## src/hw/codec_cfg_consts.svh

```systemverilog
`ifndef CODEC_CFG_CONSTS_SVH
`define CODEC_CFG_CONSTS_SVH

// Codec on the I2C bus, first wire byte is 34 hex
`define CODEC_I2C_ADDR      7'h1A

// Control word table
`define CFG_TABLE_DEPTH     8
`define CFG_DEFAULT_COUNT   7

// System clocks per quarter SCL period
`define I2C_QUARTER_DIV     4

// APB register map, 8-bit address
`define CFG_REG_CTRL        8'h00
`define CFG_REG_STATUS      8'h04
`define CFG_REG_COUNT       8'h08
`define CFG_REG_TABLE       8'h40   // Entry i at base + 4*i

`endif

```

## src/hw/codec_cfg_pkg.sv

```systemverilog
`default_nettype none

package codec_cfg_pkg;

    // One codec control word: register address then 9 data bits
    typedef struct packed {
        logic [6:0] reg_addr;
        logic [8:0] reg_data;
    } codec_word_t;

    // Single three-byte write for the I2C engine
    typedef struct packed {
        logic [6:0]  dev_addr;
        codec_word_t word;
    } i2c_cmd_t;

    typedef struct packed {
        logic [1:0] spare;   // Reads zero
        logic [2:0] index;   // Entry in flight or entry that failed
        logic       nack;
        logic       done;
        logic       busy;
    } cfg_status_t;

    typedef struct packed {
        logic [7:0]  paddr;
        logic        psel;
        logic        penable;
        logic        pwrite;
        logic [31:0] pwdata;
    } apb_req_t;

    typedef struct packed {
        logic [31:0] prdata;
        logic        pready;
        logic        pslverr;
    } apb_rsp_t;

endpackage

`default_nettype wire

```

## src/hw/codec_init_table.sv

```systemverilog
`timescale 1ns/1ps
`default_nettype none

`include "codec_cfg_consts.svh"

module codec_init_table import codec_cfg_pkg::*; (
    input  logic        i_clk,
    input  logic        i_rst_n,
    input  logic        i_wr_en,
    input  logic [2:0]  i_wr_idx,
    input  codec_word_t i_wr_word,
    input  logic [2:0]  i_host_idx,
    input  logic [2:0]  i_seq_idx,
    output codec_word_t o_host_word,
    output codec_word_t o_seq_word
);

    localparam int unsigned DEPTH = `CFG_TABLE_DEPTH;

    // Power-up order for a WM8731-style codec
    localparam codec_word_t POWER_UP [DEPTH] = '{
        '{reg_addr: 7'h0F, reg_data: 9'h000},   // Reset
        '{reg_addr: 7'h04, reg_data: 9'h015},   // Analogue path
        '{reg_addr: 7'h05, reg_data: 9'h000},   // Digital path
        '{reg_addr: 7'h06, reg_data: 9'h000},   // Power down, all on
        '{reg_addr: 7'h07, reg_data: 9'h042},   // I2S, master mode
        '{reg_addr: 7'h08, reg_data: 9'h019},   // Sampling
        '{reg_addr: 7'h09, reg_data: 9'h001},   // Active
        '{reg_addr: 7'h00, reg_data: 9'h000}    // Unused slot
    };

    codec_word_t words [DEPTH];

    always_ff @(posedge i_clk) begin
        if (!i_rst_n) begin
            for (int i = 0; i < DEPTH; i++) begin
                words[i] <= POWER_UP[i];
            end
        end else if (i_wr_en) begin
            words[i_wr_idx] <= i_wr_word;
        end
    end

    // Both read ports registered, one cycle latency
    always_ff @(posedge i_clk) begin
        o_host_word <= words[i_host_idx];
        o_seq_word  <= words[i_seq_idx];
    end

    // A write must name a real entry and carry a defined word
    a_wr_known: assert property (@(posedge i_clk) disable iff (!i_rst_n)
        i_wr_en |-> !$isunknown({i_wr_idx, i_wr_word}));

endmodule

`default_nettype wire

```

## src/hw/i2c_write_master.sv

```systemverilog
`timescale 1ns/1ps
`default_nettype none

module i2c_write_master import codec_cfg_pkg::*; #(
    parameter int unsigned QUARTER_DIV = 4
) (
    input  logic     i_clk,
    input  logic     i_rst_n,
    input  logic     i_cmd_valid,
    input  i2c_cmd_t i_cmd,
    input  logic     i_sda,
    output logic     o_cmd_ready,
    output logic     o_result_valid,
    output logic     o_result_nack,
    output logic     o_scl_oe,
    output logic     o_sda_oe
);

    localparam int unsigned QW         = (QUARTER_DIV > 1) ? $clog2(QUARTER_DIV) : 1;
    localparam int unsigned FRAME_BITS = 27;   // 3 bytes plus 3 ack slots

    typedef enum logic [2:0] {
        S_IDLE, S_START, S_BIT_LO, S_BIT_HI, S_ACK, S_STOP
    } phase_t;

    phase_t                phase;
    logic [QW-1:0]         qdiv;
    logic [1:0]            qtr;         // Quarter within the current slot
    logic [4:0]            slot;
    logic [FRAME_BITS-1:0] frame;
    logic                  nack_seen;
    logic                  tick;
    logic                  next_is_ack;

    function automatic logic is_ack_slot(input logic [4:0] s);
        return (s == 5'd8) || (s == 5'd17) || (s == 5'd26);
    endfunction

    assign tick        = (qdiv == QW'(QUARTER_DIV - 1));
    assign next_is_ack = is_ack_slot(slot + 5'd1);
    assign o_cmd_ready = (phase == S_IDLE);

    always_ff @(posedge i_clk) begin
        if (!i_rst_n) begin
            qdiv <= '0;
        end else if (phase == S_IDLE || tick) begin
            qdiv <= '0;
        end else begin
            qdiv <= qdiv + 1'b1;
        end
    end

    // Ack slots are ones in the frame, so SDA is released there
    always_ff @(posedge i_clk) begin
        if (o_cmd_ready && i_cmd_valid) begin
            frame <= {i_cmd.dev_addr, 1'b0, 1'b1, i_cmd.word[15:8], 1'b1,
                      i_cmd.word[7:0], 1'b1};
        end else if (tick && qtr == 2'd3 && (phase == S_BIT_HI || phase == S_ACK)) begin
            frame <= {frame[FRAME_BITS-2:0], 1'b1};
        end
    end

    // Each tick closes a quarter and sets the lines for the next one
    always_ff @(posedge i_clk) begin
        if (!i_rst_n) begin
            phase          <= S_IDLE;
            qtr            <= 2'd0;
            slot           <= 5'd0;
            nack_seen      <= 1'b0;
            o_scl_oe       <= 1'b0;
            o_sda_oe       <= 1'b0;
            o_result_valid <= 1'b0;
            o_result_nack  <= 1'b0;
        end else begin
            o_result_valid <= 1'b0;
            if (phase == S_IDLE) begin
                qtr <= 2'd0;
                if (i_cmd_valid) begin
                    slot      <= 5'd0;
                    nack_seen <= 1'b0;
                    phase     <= S_START;
                end
            end else if (tick) begin
                qtr <= qtr + 2'd1;
                case (phase)
                    S_START: begin
                        if (qtr == 2'd0) o_sda_oe <= 1'b1;   // SDA falls, SCL high
                        if (qtr == 2'd2) o_scl_oe <= 1'b1;
                        if (qtr == 2'd3) phase <= S_BIT_LO;
                    end
                    S_BIT_LO: begin
                        if (qtr == 2'd0) o_sda_oe <= ~frame[FRAME_BITS-1];
                        if (qtr == 2'd1) begin
                            o_scl_oe <= 1'b0;
                            phase    <= S_BIT_HI;
                        end
                    end
                    S_BIT_HI: begin
                        if (qtr == 2'd3) begin
                            o_scl_oe <= 1'b1;
                            slot     <= slot + 5'd1;
                            phase    <= next_is_ack ? S_ACK : S_BIT_LO;
                        end
                    end
                    S_ACK: begin
                        if (qtr == 2'd0) o_sda_oe <= ~frame[FRAME_BITS-1];
                        if (qtr == 2'd1) o_scl_oe <= 1'b0;
                        if (qtr == 2'd2 && i_sda) nack_seen <= 1'b1;   // Middle of high phase
                        if (qtr == 2'd3) begin
                            o_scl_oe <= 1'b1;
                            slot     <= slot + 5'd1;
                            // Refused byte skips the rest of the frame
                            phase    <= (nack_seen || slot == 5'(FRAME_BITS - 1)) ?
                                        S_STOP : S_BIT_LO;
                        end
                    end
                    S_STOP: begin
                        if (qtr == 2'd0) o_sda_oe <= 1'b1;
                        if (qtr == 2'd1) o_scl_oe <= 1'b0;
                        if (qtr == 2'd2) o_sda_oe <= 1'b0;   // SDA rises, SCL high
                        if (qtr == 2'd3) begin
                            phase          <= S_IDLE;
                            o_result_valid <= 1'b1;
                            o_result_nack  <= nack_seen;
                        end
                    end
                    default: phase <= S_IDLE;
                endcase
            end
        end
    end

    // With SCL high, SDA may only move for start and stop
    a_sda_stable_scl_high: assert property (@(posedge i_clk) disable iff (!i_rst_n)
        ($changed(o_sda_oe) && !o_scl_oe) |-> (phase == S_START || phase == S_STOP));

    // A command not yet taken stays offered and unchanged
    a_cmd_held_until_taken: assert property (@(posedge i_clk) disable iff (!i_rst_n)
        (i_cmd_valid && !o_cmd_ready) |=> (i_cmd_valid && $stable(i_cmd)));

endmodule

`default_nettype wire

```

## src/hw/codec_init_sequencer.sv

```systemverilog
`timescale 1ns/1ps
`default_nettype none

`include "codec_cfg_consts.svh"

module codec_init_sequencer import codec_cfg_pkg::*; (
    input  logic        i_clk,
    input  logic        i_rst_n,
    input  logic        i_start,
    input  logic [3:0]  i_count,
    input  codec_word_t i_word,
    input  logic        i_cmd_ready,
    input  logic        i_result_valid,
    input  logic        i_result_nack,
    output logic [2:0]  o_rd_idx,
    output logic        o_cmd_valid,
    output i2c_cmd_t    o_cmd,
    output cfg_status_t o_status
);

    typedef enum logic [2:0] {S_IDLE, S_READ, S_ISSUE, S_WAIT, S_NEXT} seq_state_t;

    seq_state_t state;
    logic [2:0] idx;
    logic       done_q;
    logic       nack_q;

    assign o_rd_idx = idx;
    assign o_status = '{spare: 2'b00, index: idx, nack: nack_q, done: done_q,
                        busy: (state != S_IDLE)};

    always_ff @(posedge i_clk) begin
        if (!i_rst_n) begin
            state       <= S_IDLE;
            idx         <= 3'd0;
            done_q      <= 1'b0;
            nack_q      <= 1'b0;
            o_cmd_valid <= 1'b0;
        end else begin
            case (state)
                S_IDLE: begin
                    if (i_start) begin
                        idx    <= 3'd0;
                        done_q <= 1'b0;
                        nack_q <= 1'b0;
                        state  <= S_READ;
                    end
                end
                S_READ:  state <= S_ISSUE;   // Table port registers the entry
                S_ISSUE: begin
                    o_cmd_valid <= 1'b1;
                    state       <= S_WAIT;
                end
                S_WAIT: begin
                    if (o_cmd_valid && i_cmd_ready) o_cmd_valid <= 1'b0;
                    if (i_result_valid) begin
                        if (i_result_nack) begin
                            nack_q <= 1'b1;   // idx keeps the failing entry
                            state  <= S_IDLE;
                        end else begin
                            state <= S_NEXT;
                        end
                    end
                end
                S_NEXT: begin
                    if (({1'b0, idx} + 4'd1) >= i_count) begin
                        done_q <= 1'b1;
                        state  <= S_IDLE;
                    end else begin
                        idx   <= idx + 3'd1;
                        state <= S_READ;
                    end
                end
                default: state <= S_IDLE;
            endcase
        end
    end

    always_ff @(posedge i_clk) begin
        if (state == S_ISSUE) begin
            o_cmd <= '{dev_addr: `CODEC_I2C_ADDR, word: i_word};
        end
    end

    // Master reports only for the one command in flight
    a_result_in_wait: assert property (@(posedge i_clk) disable iff (!i_rst_n)
        i_result_valid |-> (state == S_WAIT));

endmodule

`default_nettype wire

```

## src/hw/codec_cfg_apb.sv

```systemverilog
`timescale 1ns/1ps
`default_nettype none

`include "codec_cfg_consts.svh"

module codec_cfg_apb import codec_cfg_pkg::*; (
    input  logic        i_clk,
    input  logic        i_rst_n,
    input  apb_req_t    i_apb,
    input  cfg_status_t i_status,
    input  codec_word_t i_host_word,
    output apb_rsp_t    o_apb,
    output logic        o_start,
    output logic [3:0]  o_count,
    output logic        o_wr_en,
    output logic [2:0]  o_wr_idx,
    output codec_word_t o_wr_word,
    output logic [2:0]  o_host_idx
);

    localparam logic [7:0] TBL_END = 8'(`CFG_REG_TABLE + 4 * `CFG_TABLE_DEPTH);

    logic       access;
    logic       sel_ctrl;
    logic       sel_status;
    logic       sel_count;
    logic       sel_table;
    logic       mapped;
    logic       busy;
    logic       wr_blocked;
    logic       wr_ok;
    logic       rd_wait;
    logic [7:0] tbl_off;

    function automatic logic [3:0] clip_count(input logic [31:0] v);
        if (v == 32'd0) return 4'd1;
        if (v > 32'(`CFG_TABLE_DEPTH)) return 4'(`CFG_TABLE_DEPTH);
        return v[3:0];
    endfunction

    assign access     = i_apb.psel && i_apb.penable;
    assign sel_ctrl   = (i_apb.paddr == `CFG_REG_CTRL);
    assign sel_status = (i_apb.paddr == `CFG_REG_STATUS);
    assign sel_count  = (i_apb.paddr == `CFG_REG_COUNT);
    assign sel_table  = (i_apb.paddr >= `CFG_REG_TABLE) && (i_apb.paddr < TBL_END) &&
                        (i_apb.paddr[1:0] == 2'b00);
    assign mapped     = sel_ctrl || sel_status || sel_count || sel_table;
    assign tbl_off    = i_apb.paddr - `CFG_REG_TABLE;

    // Pending start counts as busy until the sequencer picks it up
    assign busy       = i_status.busy || o_start;
    assign wr_blocked = i_apb.pwrite && busy && (sel_table || sel_count);

    always_comb begin
        o_apb.pready  = access && !(sel_table && !i_apb.pwrite && !rd_wait);
        o_apb.pslverr = o_apb.pready && (!mapped || wr_blocked);
        o_apb.prdata  = 32'd0;   // Control and unmapped read zero
        if (sel_status) o_apb.prdata = {24'd0, i_status};
        if (sel_count)  o_apb.prdata = {28'd0, o_count};
        if (sel_table)  o_apb.prdata = {16'd0, i_host_word};
    end

    assign wr_ok      = o_apb.pready && i_apb.pwrite && mapped && !wr_blocked;
    assign o_wr_en    = wr_ok && sel_table;
    assign o_wr_idx   = tbl_off[4:2];
    assign o_wr_word  = codec_word_t'(i_apb.pwdata[15:0]);
    assign o_host_idx = tbl_off[4:2];

    always_ff @(posedge i_clk) begin
        if (!i_rst_n) begin
            rd_wait <= 1'b0;
            o_start <= 1'b0;
            o_count <= 4'(`CFG_DEFAULT_COUNT);
        end else begin
            rd_wait <= access && sel_table && !i_apb.pwrite && !rd_wait;   // One wait state
            o_start <= wr_ok && sel_ctrl && i_apb.pwdata[0] && !busy;
            if (wr_ok && sel_count) o_count <= clip_count(i_apb.pwdata);
        end
    end

    a_penable_needs_psel: assert property (@(posedge i_clk) disable iff (!i_rst_n)
        i_apb.penable |-> i_apb.psel);

endmodule

`default_nettype wire

```

## src/hw/codec_cfg_top.sv

```systemverilog
`timescale 1ns/1ps
`default_nettype none

`include "codec_cfg_consts.svh"

module codec_cfg_top import codec_cfg_pkg::*; (
    input  logic     i_clk,
    input  logic     i_rst_n,
    input  apb_req_t i_apb,
    output apb_rsp_t o_apb,
    input  logic     i_sda,
    output logic     o_scl_oe,
    output logic     o_sda_oe
);

    cfg_status_t status;
    codec_word_t host_word;
    codec_word_t seq_word;
    codec_word_t wr_word;
    i2c_cmd_t    cmd;
    logic        start;
    logic [3:0]  count;
    logic        wr_en;
    logic [2:0]  wr_idx;
    logic [2:0]  host_idx;
    logic [2:0]  seq_idx;
    logic        cmd_valid;
    logic        cmd_ready;
    logic        result_valid;
    logic        result_nack;

    codec_cfg_apb u_apb (
        .i_clk       (i_clk),
        .i_rst_n     (i_rst_n),
        .i_apb       (i_apb),
        .i_status    (status),
        .i_host_word (host_word),
        .o_apb       (o_apb),
        .o_start     (start),
        .o_count     (count),
        .o_wr_en     (wr_en),
        .o_wr_idx    (wr_idx),
        .o_wr_word   (wr_word),
        .o_host_idx  (host_idx)
    );

    codec_init_table u_table (
        .i_clk       (i_clk),
        .i_rst_n     (i_rst_n),
        .i_wr_en     (wr_en),
        .i_wr_idx    (wr_idx),
        .i_wr_word   (wr_word),
        .i_host_idx  (host_idx),
        .i_seq_idx   (seq_idx),
        .o_host_word (host_word),
        .o_seq_word  (seq_word)
    );

    codec_init_sequencer u_seq (
        .i_clk          (i_clk),
        .i_rst_n        (i_rst_n),
        .i_start        (start),
        .i_count        (count),
        .i_word         (seq_word),
        .i_cmd_ready    (cmd_ready),
        .i_result_valid (result_valid),
        .i_result_nack  (result_nack),
        .o_rd_idx       (seq_idx),
        .o_cmd_valid    (cmd_valid),
        .o_cmd          (cmd),
        .o_status       (status)
    );

    i2c_write_master #(
        .QUARTER_DIV (`I2C_QUARTER_DIV)
    ) u_master (
        .i_clk          (i_clk),
        .i_rst_n        (i_rst_n),
        .i_cmd_valid    (cmd_valid),
        .i_cmd          (cmd),
        .i_sda          (i_sda),
        .o_cmd_ready    (cmd_ready),
        .o_result_valid (result_valid),
        .o_result_nack  (result_nack),
        .o_scl_oe       (o_scl_oe),
        .o_sda_oe       (o_sda_oe)
    );

endmodule

`default_nettype wire

```

## config.mk

```make
export PLATFORM = sky130hd
export DESIGN_NAME = codec_cfg_top
export DESIGN_NICKNAME = d
export VERILOG_FILES = /design/src/hw/codec_cfg_pkg.sv /design/src/hw/codec_init_table.sv /design/src/hw/i2c_write_master.sv /design/src/hw/codec_init_sequencer.sv /design/src/hw/codec_cfg_apb.sv /design/src/hw/codec_cfg_top.sv
export VERILOG_INCLUDE_DIRS = /design/src /design/src/hw
export SDC_FILE = /design/constraint.sdc
export NUM_CORES = 1
export LEC_CHECK = 0
export BUFFER_PORTS_ARGS = -buffer_cell sky130_fd_sc_hd__buf_4
export CAP_MARGIN = 20
export CORE_ASPECT_RATIO = 1.1
export CORE_UTILIZATION = 25
export CTS_CLUSTER_SIZE = 30
export DETAILED_ROUTE_END_ITERATION = 12
export GPL_TIMING_DRIVEN = 0
export PLACE_DENSITY = 0.41
export SLEW_MARGIN = 15
export SYNTH_ARGS = -nofsm -noshare
export SYNTH_HDL_FRONTEND = slang
export SYNTH_HIERARCHICAL = 1
export SYNTH_SLANG_ARGS = --single-unit
```

## constraint.sdc

```tcl
create_clock -name i_clk -period 5.2 [get_ports i_clk]
set_input_delay 1.04 -clock i_clk [delete_from_list [all_inputs] [get_ports i_clk]]
set_output_delay 1.04 -clock i_clk [all_outputs]
set_load 0.02 [all_outputs]
```

==> run_summary.xml, run 1 <==
<?xml version="1.0" encoding="UTF-8"?>
<metrics>
  <group name="clock_network">
    <metric name="post-cts-setup-buffers" unit="">0</metric>
    <metric name="postCtsResizedCells" unit="">0</metric>
    <metric name="clk_pin_slew" unit="ns">0.05</metric>
    <metric name="tritoncts_buffers" unit="">27</metric>
    <metric name="clock_tree.root_cell" unit="">sky130_fd_sc_hd__clkbuf_16</metric>
    <metric name="cts_buffer_depth" unit="">3</metric>
    <metric name="ctsHoldBuffers" unit="">0</metric>
    <metric name="clock_sinks" unit="">234</metric>
    <metric name="tritoncts" unit="">yes</metric>
    <metric name="clock_latency" unit="ns">0.54</metric>
    <metric name="cts_max_level" unit="">1</metric>
  </group>
  <group name="critical_path">
    <metric name="reg2regPathDepth" unit="">9</metric>
    <metric name="endpoint_required_time_on_the_critical_path" unit="ns">4.16</metric>
    <metric name="critical_path.endpoint_type" unit="">primary output</metric>
    <metric name="critPathLaunchType" unit="">input port</metric>
    <metric name="cp_max_fo" unit="">8</metric>
    <metric name="path_class" unit="">input port to primary output</metric>
    <metric name="timing.critical_path.arrival" unit="ns">3.05</metric>
  </group>
  <group name="final_layout">
    <metric name="filler_cell_count" unit="">4790</metric>
    <metric name="seqCellArea" unit="um^2">6360</metric>
    <metric name="final_layout_size_suffix_gt1_share" unit="%">23.7</metric>
    <metric name="antennaDiodeCount" unit="">0</metric>
    <metric name="finish.net_count" unit="">1080</metric>
    <metric name="areaGrowthSynthToFinish" unit="%">19.6</metric>
    <metric name="multiInputGateArea" unit="um^2">4810</metric>
    <metric name="design_area" unit="um^2">14200</metric>
  </group>
  <group name="yosys">
    <metric name="post_synth_instance_area" unit="um^2">11900</metric>
    <metric name="ys_seq_area_share" unit="%">53.6</metric>
    <metric name="synth_common_cells" unit="">sky130_fd_sc_hd__edfxtp_1, sky130_fd_sc_hd__nor3_1, sky130_fd_sc_hd__dfxtp_1</metric>
    <metric name="leading_cell_type_by_number_of_instances_after_synthesis" unit="">sky130_fd_sc_hd__edfxtp_1</metric>
    <metric name="synth.top_cell.area_share" unit="%">42.3</metric>
    <metric name="synthesis_warnings" unit="">6</metric>
    <metric name="synthXorXnorAreaFrac" unit="%">0.295</metric>
    <metric name="synth_top_family_by_area" unit="">multiplexers</metric>
    <metric name="yosys.area_share.adder" unit="%">1.48</metric>
    <metric name="synth_unique_cells" unit="">72</metric>
    <metric name="edff_count_synth" unit="">167</metric>
    <metric name="simple_gate_fraction_of_synth_area" unit="%">13.4</metric>
    <metric name="postSynthRegisterBits" unit="">234</metric>
    <metric name="post_synth_inst_count" unit="">895</metric>
    <metric name="postSynthAreaPerCell" unit="um^2">13.3</metric>
    <metric name="synth_mux_area_share" unit="%">17.7</metric>
    <metric name="async_flop_share" unit="%">0</metric>
    <metric name="synth-compound-area-share" unit="%">6.31</metric>
    <metric name="synth.area.top_cells" unit="">sky130_fd_sc_hd__edfxtp_1, sky130_fd_sc_hd__mux4_1, sky130_fd_sc_hd__dfxtp_1</metric>
    <metric name="synth-main-ff-cell" unit="">sky130_fd_sc_hd__edfxtp_1</metric>
    <metric name="post-synth-top-area-cell" unit="">sky130_fd_sc_hd__edfxtp_1</metric>
  </group>
  <group name="pwr">
    <metric name="cell_internal_pwr" unit="uW">3260</metric>
    <metric name="vdd.ir_drop.worst" unit="mV">0.268</metric>
    <metric name="seqPwrFrac" unit="%">49.9</metric>
    <metric name="switchingPower" unit="uW">950</metric>
    <metric name="power.share.clock" unit="%">42.6</metric>
    <metric name="power.share.combinational" unit="%">7.6</metric>
    <metric name="power-per-cell-area" unit="nW/um^2">296</metric>
    <metric name="power.static_leakage" unit="uW">0.00508</metric>
    <metric name="swShare" unit="%">22.6</metric>
  </group>
  <group name="timing">
    <metric name="clock_skew" unit="ns">0.0220</metric>
    <metric name="slew_viol_final" unit="">0</metric>
    <metric name="tightest_slew" unit="ns">1.02</metric>
    <metric name="slew-limit-headroom" unit="%">31.7</metric>
    <metric name="final_critical_path_setup_slack" unit="ns">1.11</metric>
    <metric name="achievable-frequency" unit="GHz">0.244</metric>
    <metric name="rsz0062_at_grt" unit="">no</metric>
    <metric name="timing.final.hold_violations" unit="">0</metric>
    <metric name="final_period_minus_worst_setup_slack" unit="ns">4.09</metric>
    <metric name="finalSetupViolations" unit="">0</metric>
    <metric name="period_share" unit="%">78.7</metric>
  </group>
  <group name="drt">
    <metric name="detailroute.via_count" unit="">7857</metric>
    <metric name="wl_per_cell" unit="um">21.9</metric>
    <metric name="first_pass_iteration_count_of_the_detailed_router" unit="">5</metric>
    <metric name="drt_wl_total" unit="mm">35.7</metric>
    <metric name="drcViolationCount" unit="">0</metric>
    <metric name="detail-route-antenna-nets" unit="">0</metric>
    <metric name="initialDrtViolationCount" unit="">579</metric>
    <metric name="vias_per_cell" unit="">4.81</metric>
  </group>
  <group name="status">
    <metric name="result_of_the_run" unit="">complete, no violations</metric>
  </group>
  <group name="placement">
    <metric name="gp_congestion" unit="">0.791</metric>
    <metric name="place_area" unit="um^2">13400</metric>
    <metric name="detailedPlace.worstSlack" unit="ns">0.732</metric>
    <metric name="place.detailed.hpwl" unit="mm">25.4</metric>
    <metric name="place.port_buffers" unit="">65</metric>
  </group>
  <group name="grt">
    <metric name="antenna_found_initial" unit="">0</metric>
    <metric name="grt_pass1_vias" unit="">8048</metric>
    <metric name="pin_count_of_the_biggest_net_entering_global_routing" unit="">25</metric>
    <metric name="grt.overflow.total" unit="">0</metric>
    <metric name="global_route.usage.total" unit="%">14.8</metric>
    <metric name="global_route_wire_length_before_repair" unit="mm">52.7</metric>
  </group>
  <group name="floorplan">
    <metric name="die_height" unit="um">230</metric>
    <metric name="initial_core_util" unit="%">25.4</metric>
    <metric name="design.die.area" unit="um^2">48300</metric>
    <metric name="std_cell_rows" unit="">83</metric>
    <metric name="num_io_pins" unit="">82</metric>
    <metric name="coreArea" unit="um^2">46700</metric>
    <metric name="fp.dieW" unit="um">210</metric>
  </group>
  <group name="worst_hold_path">
    <metric name="hold_path_depth" unit="">0</metric>
    <metric name="hp-class" unit="">flip-flop to flip-flop</metric>
  </group>
  <group name="run">
    <metric name="max-cap-violations" unit="">0</metric>
  </group>
</metrics>
cell type report:
type	instances	share of cell area, %
tap	595	5.25
multi-input combinational	534	33.9
inverter	31	0.820
clock buffer	46	5.70
clock inverter	3	0.106
sequential	234	44.8
buffer	118	5.11
timing repair buffer	74	4.34
cells in the final DEF (no fill, tap or decap), drive strengths merged, types with 5 or more instances in the layout:
master / n
nor4: 8
nor3b: 6
a22o: 30
conb: 25
clkbuf: 83
buf: 155
nand2b: 13
o21ai: 19
mux2: 33
and3: 13
clkinv: 10
dfxtp: 67
nand2: 34
nor2b: 7
nor2: 15
a21oi: 18
mux2i: 8
ha: 14
inv: 24
or3: 18
edfxtp: 167
nand4: 5
nand3: 24
nor3: 113
mux4: 64
a21o: 5
layer usage:
| metal | vias to the layer above | global-route usage [%] | wire, um | share of wire [%] |
|---|---|---|---|---|
| met3 | 55 | 2.05 | 1150 | 3.2 |
| met5 | - | 0 | 0 | 0 |
| li1 | 3683 | - | - | - |
| met2 | 168 | 26.9 | 18500 | 52 |
| met4 | 0 | 4.54 | 897 | 2.5 |
| met1 | 3951 | 18.0 | 15200 | 43 |
final timing paths:
check	startpoint	slack (ns)	end
max reg2reg	u_seq/state[0]$_SDFFE_PN0P_	1.24	u_table/words[4][15]$_SDFFCE_PN0P_
min	u_table/o_seq_word[3]$_DFF_P_	0.40	u_seq/o_cmd[3]$_DFFE_PP_
max	i_apb[36]	1.11	o_apb[6]
min reg2reg	u_table/o_seq_word[3]$_DFF_P_	0.40	u_seq/o_cmd[3]$_DFFE_PP_
flip-flops by register name, summed over array words and instances, names as in the netlist, 3 cells and up:
signal,cells
u_seq/o_cmd,16
u_master/slot,5
u_table/o_seq_word,16
u_master/phase,3
u_seq/o_rd_idx,3
u_master/frame,26
u_seq/state,3
u_table/o_host_word,16
u_apb/o_count,4
u_table/words,128
logic make-up (layout without fill, tap and decap cells):
group	Yosys count	in the layout
fa+ha+maj	14	14
compound gates	102	102
mux	105	105
xor+xnor	4	4
simple gates	284	284
other cells	3	25
buf+inv	149	272
flops	234	234
power groups by stage:
stage	sequential [uW]	clock, uW	combinational (uW)
2_1_floorplan	2120	0	187
3_3_place_gp	2140	0	308
3_5_place_dp	2140	0	321
4_1_cts	2100	1850	322
5_1_grt	2100	1920	337
6_report	2100	1790	319
through the flow:
stage          power (uW)  utilization (%)  std cells  hold WS (ns)  setup TNS [ns]
2_1_floorplan        2310                -        917         0.386               0
3_3_place_gp         2450             28.2       1577         0.389         -135.82
3_5_place_dp         2460             28.6       1585         0.389               0
4_1_cts              4270             30.3       1634         0.403               0
5_1_grt              4360             30.4       1635         0.406               0
6_report             4210             30.4       1635         0.401               0
worst max-delay path: stages:
cell and delay, ns:
sky130_fd_sc_hd__buf_4 0.11, sky130_fd_sc_hd__or4_4 0.55, sky130_fd_sc_hd__or3_4 0.37, sky130_fd_sc_hd__nor3b_4 0.53, sky130_fd_sc_hd__a22o_1 0.28, sky130_fd_sc_hd__buf_4 0.16
No activity file was read; power rests on OpenSTA's default activity.
==> run 2: changes to the inputs <==
- ABC_AREA: unset -> 1
- PLACE_DENSITY: 0.41 -> 0.42
- clock period: 5.2 -> 3.3 ns (I/O delays scaled with it)
==> run_summary.xml, run 2 <==
<?xml version="1.0" encoding="UTF-8"?>
<metrics>
  <group name="yosys">
    <metric name="post_synth_instance_area" unit="um^2">12700</metric>
    <metric name="leading_cell_type_by_number_of_instances_after_synthesis" unit="">sky130_fd_sc_hd__nand2_1</metric>
    <metric name="post_synth_inst_count" unit="">1606</metric>
    <metric name="postSynthAreaPerCell" unit="um^2">7.92</metric>
    <metric name="synth.area.top_cells" unit="">sky130_fd_sc_hd__edfxtp_1, sky130_fd_sc_hd__nand2_1, sky130_fd_sc_hd__dfxtp_1</metric>
    <metric name="synth_common_cells" unit="">sky130_fd_sc_hd__nand2_1, sky130_fd_sc_hd__inv_1, sky130_fd_sc_hd__edfxtp_1</metric>
    <metric name="postSynthRegisterBits" unit="">234</metric>
    <metric name="ys_seq_area_share" unit="%">50.0</metric>
    <metric name="synth_unique_cells" unit="">46</metric>
    <metric name="synth.top_cell.area_share" unit="%">39.4</metric>
    <metric name="edff_count_synth" unit="">167</metric>
    <metric name="synth-main-ff-cell" unit="">sky130_fd_sc_hd__edfxtp_1</metric>
    <metric name="async_flop_share" unit="%">0</metric>
    <metric name="post-synth-top-area-cell" unit="">sky130_fd_sc_hd__edfxtp_1</metric>
    <metric name="synthesis_warnings" unit="">6</metric>
  </group>
  <group name="grt">
    <metric name="met3_grt_util" unit="%">1.86</metric>
    <metric name="grt_pass1_vias" unit="">10472</metric>
    <metric name="use_met2" unit="%">27.0</metric>
    <metric name="antenna_found_initial" unit="">0</metric>
    <metric name="grt.overflow.total" unit="">0</metric>
    <metric name="pin_count_of_the_biggest_net_entering_global_routing" unit="">27</metric>
    <metric name="global_route.usage.total" unit="%">15.7</metric>
    <metric name="most_utilized_layer_in_the_global_route_result" unit="">met2</metric>
    <metric name="global_route_wire_length_before_repair" unit="mm">61.8</metric>
    <metric name="groute.layer.met1.usage" unit="%">20.1</metric>
  </group>
  <group name="clock_network">
    <metric name="cts_buffer_depth" unit="">3</metric>
    <metric name="clock_latency" unit="ns">0.55</metric>
    <metric name="tritoncts_buffers" unit="">27</metric>
    <metric name="cts_max_level" unit="">1</metric>
    <metric name="tritoncts" unit="">yes</metric>
    <metric name="clk_pin_slew" unit="ns">0.06</metric>
    <metric name="clock_sinks" unit="">234</metric>
    <metric name="ctsHoldBuffers" unit="">0</metric>
    <metric name="clock_tree.root_cell" unit="">sky130_fd_sc_hd__clkbuf_16</metric>
    <metric name="post-cts-setup-buffers" unit="">0</metric>
  </group>
  <group name="drt">
    <metric name="first_pass_iteration_count_of_the_detailed_router" unit="">5</metric>
    <metric name="drcViolationCount" unit="">0</metric>
    <metric name="drt_wl_total" unit="mm">40.4</metric>
    <metric name="wl_per_cell" unit="um">16.8</metric>
    <metric name="detail-route-antenna-nets" unit="">0</metric>
    <metric name="initialDrtViolationCount" unit="">637</metric>
    <metric name="detailroute.via_count" unit="">10447</metric>
    <metric name="vias_per_cell" unit="">4.35</metric>
  </group>
  <group name="final_layout">
    <metric name="final_common_cell" unit="">sky130_fd_sc_hd__nand2_1</metric>
    <metric name="largest_registers" unit="">u_table/words x128, u_master/frame x26</metric>
    <metric name="final_layout_size_suffix_gt1_share" unit="%">16.5</metric>
    <metric name="largest_reg_flops" unit="">128</metric>
    <metric name="largest_register" unit="">u_table/words</metric>
    <metric name="design_area" unit="um^2">15100</metric>
    <metric name="antennaDiodeCount" unit="">0</metric>
    <metric name="finish.net_count" unit="">1782</metric>
    <metric name="areaGrowthSynthToFinish" unit="%">18.6</metric>
    <metric name="mostFrequentLayoutCells" unit="">sky130_fd_sc_hd__nand2_1, sky130_fd_sc_hd__inv_1, sky130_fd_sc_hd__edfxtp_1</metric>
  </group>
  <group name="pwr">
    <metric name="power-per-cell-area" unit="nW/um^2">509</metric>
    <metric name="power.share.combinational" unit="%">14.8</metric>
    <metric name="power.static_leakage" unit="uW">0.00697</metric>
    <metric name="vdd.ir_drop.worst" unit="mV">0.416</metric>
    <metric name="swShare" unit="%">27.3</metric>
    <metric name="seqPwrFrac" unit="%">44.1</metric>
    <metric name="power.share.clock" unit="%">41.1</metric>
    <metric name="cell_internal_pwr" unit="uW">5590</metric>
    <metric name="switchingPower" unit="uW">2100</metric>
  </group>
  <group name="critical_path">
    <metric name="path_class" unit="">flip-flop to flip-flop</metric>
    <metric name="reg2regPathDepth" unit="">14</metric>
    <metric name="timing.critical_path.arrival" unit="ns">3.35</metric>
    <metric name="endpoint_required_time_on_the_critical_path" unit="ns">3.50</metric>
    <metric name="critical_path.endpoint_type" unit="">flip-flop</metric>
    <metric name="critPathLaunchType" unit="">flip-flop</metric>
    <metric name="cp_max_fo" unit="">16</metric>
  </group>
  <group name="timing">
    <metric name="tightest_slew" unit="ns">0.729</metric>
    <metric name="whs" unit="ns">0.403</metric>
    <metric name="final_critical_path_setup_slack" unit="ns">0.146</metric>
    <metric name="timing.final.hold_violations" unit="">0</metric>
    <metric name="period_share" unit="%">95.6</metric>
    <metric name="slew_viol_final" unit="">0</metric>
    <metric name="finalSetupViolations" unit="">0</metric>
    <metric name="final_period_minus_worst_setup_slack" unit="ns">3.15</metric>
    <metric name="clock_skew" unit="ns">0.0159</metric>
    <metric name="slew-limit-headroom" unit="%">51.4</metric>
    <metric name="rsz0062_at_grt" unit="">no</metric>
    <metric name="achievable-frequency" unit="GHz">0.317</metric>
  </group>
  <group name="placement">
    <metric name="place_area" unit="um^2">14100</metric>
    <metric name="gp_congestion" unit="">0.848</metric>
    <metric name="detailedPlace.worstSlack" unit="ns">-0.474</metric>
    <metric name="place.port_buffers" unit="">65</metric>
    <metric name="place.detailed.hpwl" unit="mm">30.3</metric>
  </group>
  <group name="status">
    <metric name="result_of_the_run" unit="">complete, no violations</metric>
  </group>
  <group name="floorplan">
    <metric name="die_height" unit="um">239</metric>
    <metric name="fp.dieW" unit="um">217</metric>
    <metric name="std_cell_rows" unit="">86</metric>
    <metric name="design.die.area" unit="um^2">51800</metric>
    <metric name="initial_core_util" unit="%">25.4</metric>
    <metric name="num_io_pins" unit="">82</metric>
    <metric name="coreArea" unit="um^2">50100</metric>
  </group>
  <group name="run">
    <metric name="max-cap-violations" unit="">0</metric>
  </group>
  <group name="worst_hold_path">
    <metric name="hold_path_depth" unit="">0</metric>
    <metric name="hp-class" unit="">flip-flop to flip-flop</metric>
  </group>
</metrics>
==> run 2: worst max-delay path, stage by stage (launching register included) <==
cell                       delay (ns)
sky130_fd_sc_hd__dfxtp_1         0.33
sky130_fd_sc_hd__inv_2           0.07
sky130_fd_sc_hd__nand2_4         0.07
sky130_fd_sc_hd__nor2_2          0.16
sky130_fd_sc_hd__inv_1           0.09
sky130_fd_sc_hd__o21ai_0         0.23
sky130_fd_sc_hd__nand2_2         0.10
sky130_fd_sc_hd__nand2_4         0.11
sky130_fd_sc_hd__nand2_4         0.07
sky130_fd_sc_hd__nor2_1          0.31
sky130_fd_sc_hd__nand3_4         0.18
sky130_fd_sc_hd__nor2_1          0.40
sky130_fd_sc_hd__inv_2           0.14
sky130_fd_sc_hd__clkbuf_8        0.21
sky130_fd_sc_hd__nand2_2         0.34
==> run 2: power groups by stage <==
stage,clock network (uW),registers [uW],logic [uW]
finish,3160,3390,1140
global placement,0,3450,1130
detailed placement,0,3450,1130
CTS,3250,3390,1140
global route,3370,3400,1250
floorplan,0,3430,727
==> run 2: layer usage <==
layer,part of all wire (%),vias up
met3,3.2,75
met2,48,219
li1,-,5198
met5,0,-
met4,3.7,0
met1,45,4955
==> run 2: final timing paths <==
kind                                 start                                 to  slack, ns
max reg2reg    u_seq/state[1]$_SDFFE_PN0P_  u_table/words[3][1]$_SDFFCE_PN0P_       0.15
min          u_table/o_seq_word[9]$_DFF_P_           u_seq/o_cmd[9]$_DFFE_PP_       0.40
max            u_seq/state[1]$_SDFFE_PN0P_  u_table/words[3][1]$_SDFFCE_PN0P_       0.15
min reg2reg  u_table/o_seq_word[9]$_DFF_P_           u_seq/o_cmd[9]$_DFFE_PP_       0.40
==> run 2: metrics by stage <==
stage,std cells,util [%],total power (uW),setup TNS (ns)
2_1_floorplan,1628,-,4150,0
3_3_place_gp,2353,28.2,4580,-47.20
3_5_place_dp,2353,28.2,4590,-51.44
4_1_cts,2402,30.1,7780,0
5_1_grt,2402,30.1,8020,0
6_report,2402,30.1,7680,0
==> run 2: repair_timing <==
item,in CTS,in global routing
cloned,0,0
gates resized for setup,6,3
endpoints found under the setup margin,96,48
==> run 2: final cells by class <==
cell class              count  area [um^2]
well taps                 660          826
multi-input cells        1045         4840
clock inverters            13          145
fillers                  5440        35100
flip-flops and latches    234         6360
plain buffers             117          761
repair buffers             65          488
inverters                 232          873
clock buffers              36          793
==> run 2: cells by family (layout without fill, tap and decap cells) <==
logic type | count (synthesis) | in the layout | share of synthesized area, %
and+or+nand+nor | 935 | 935 | 31.8
other | 3 | 25 | 0.0885
DFF | 234 | 234 | 50.0
adders and majority gates | 14 | 14 | 1.38
buffers and inverters | 349 | 463 | 12.8
AOI/OAI and AO/OA | 71 | 71 | 3.91
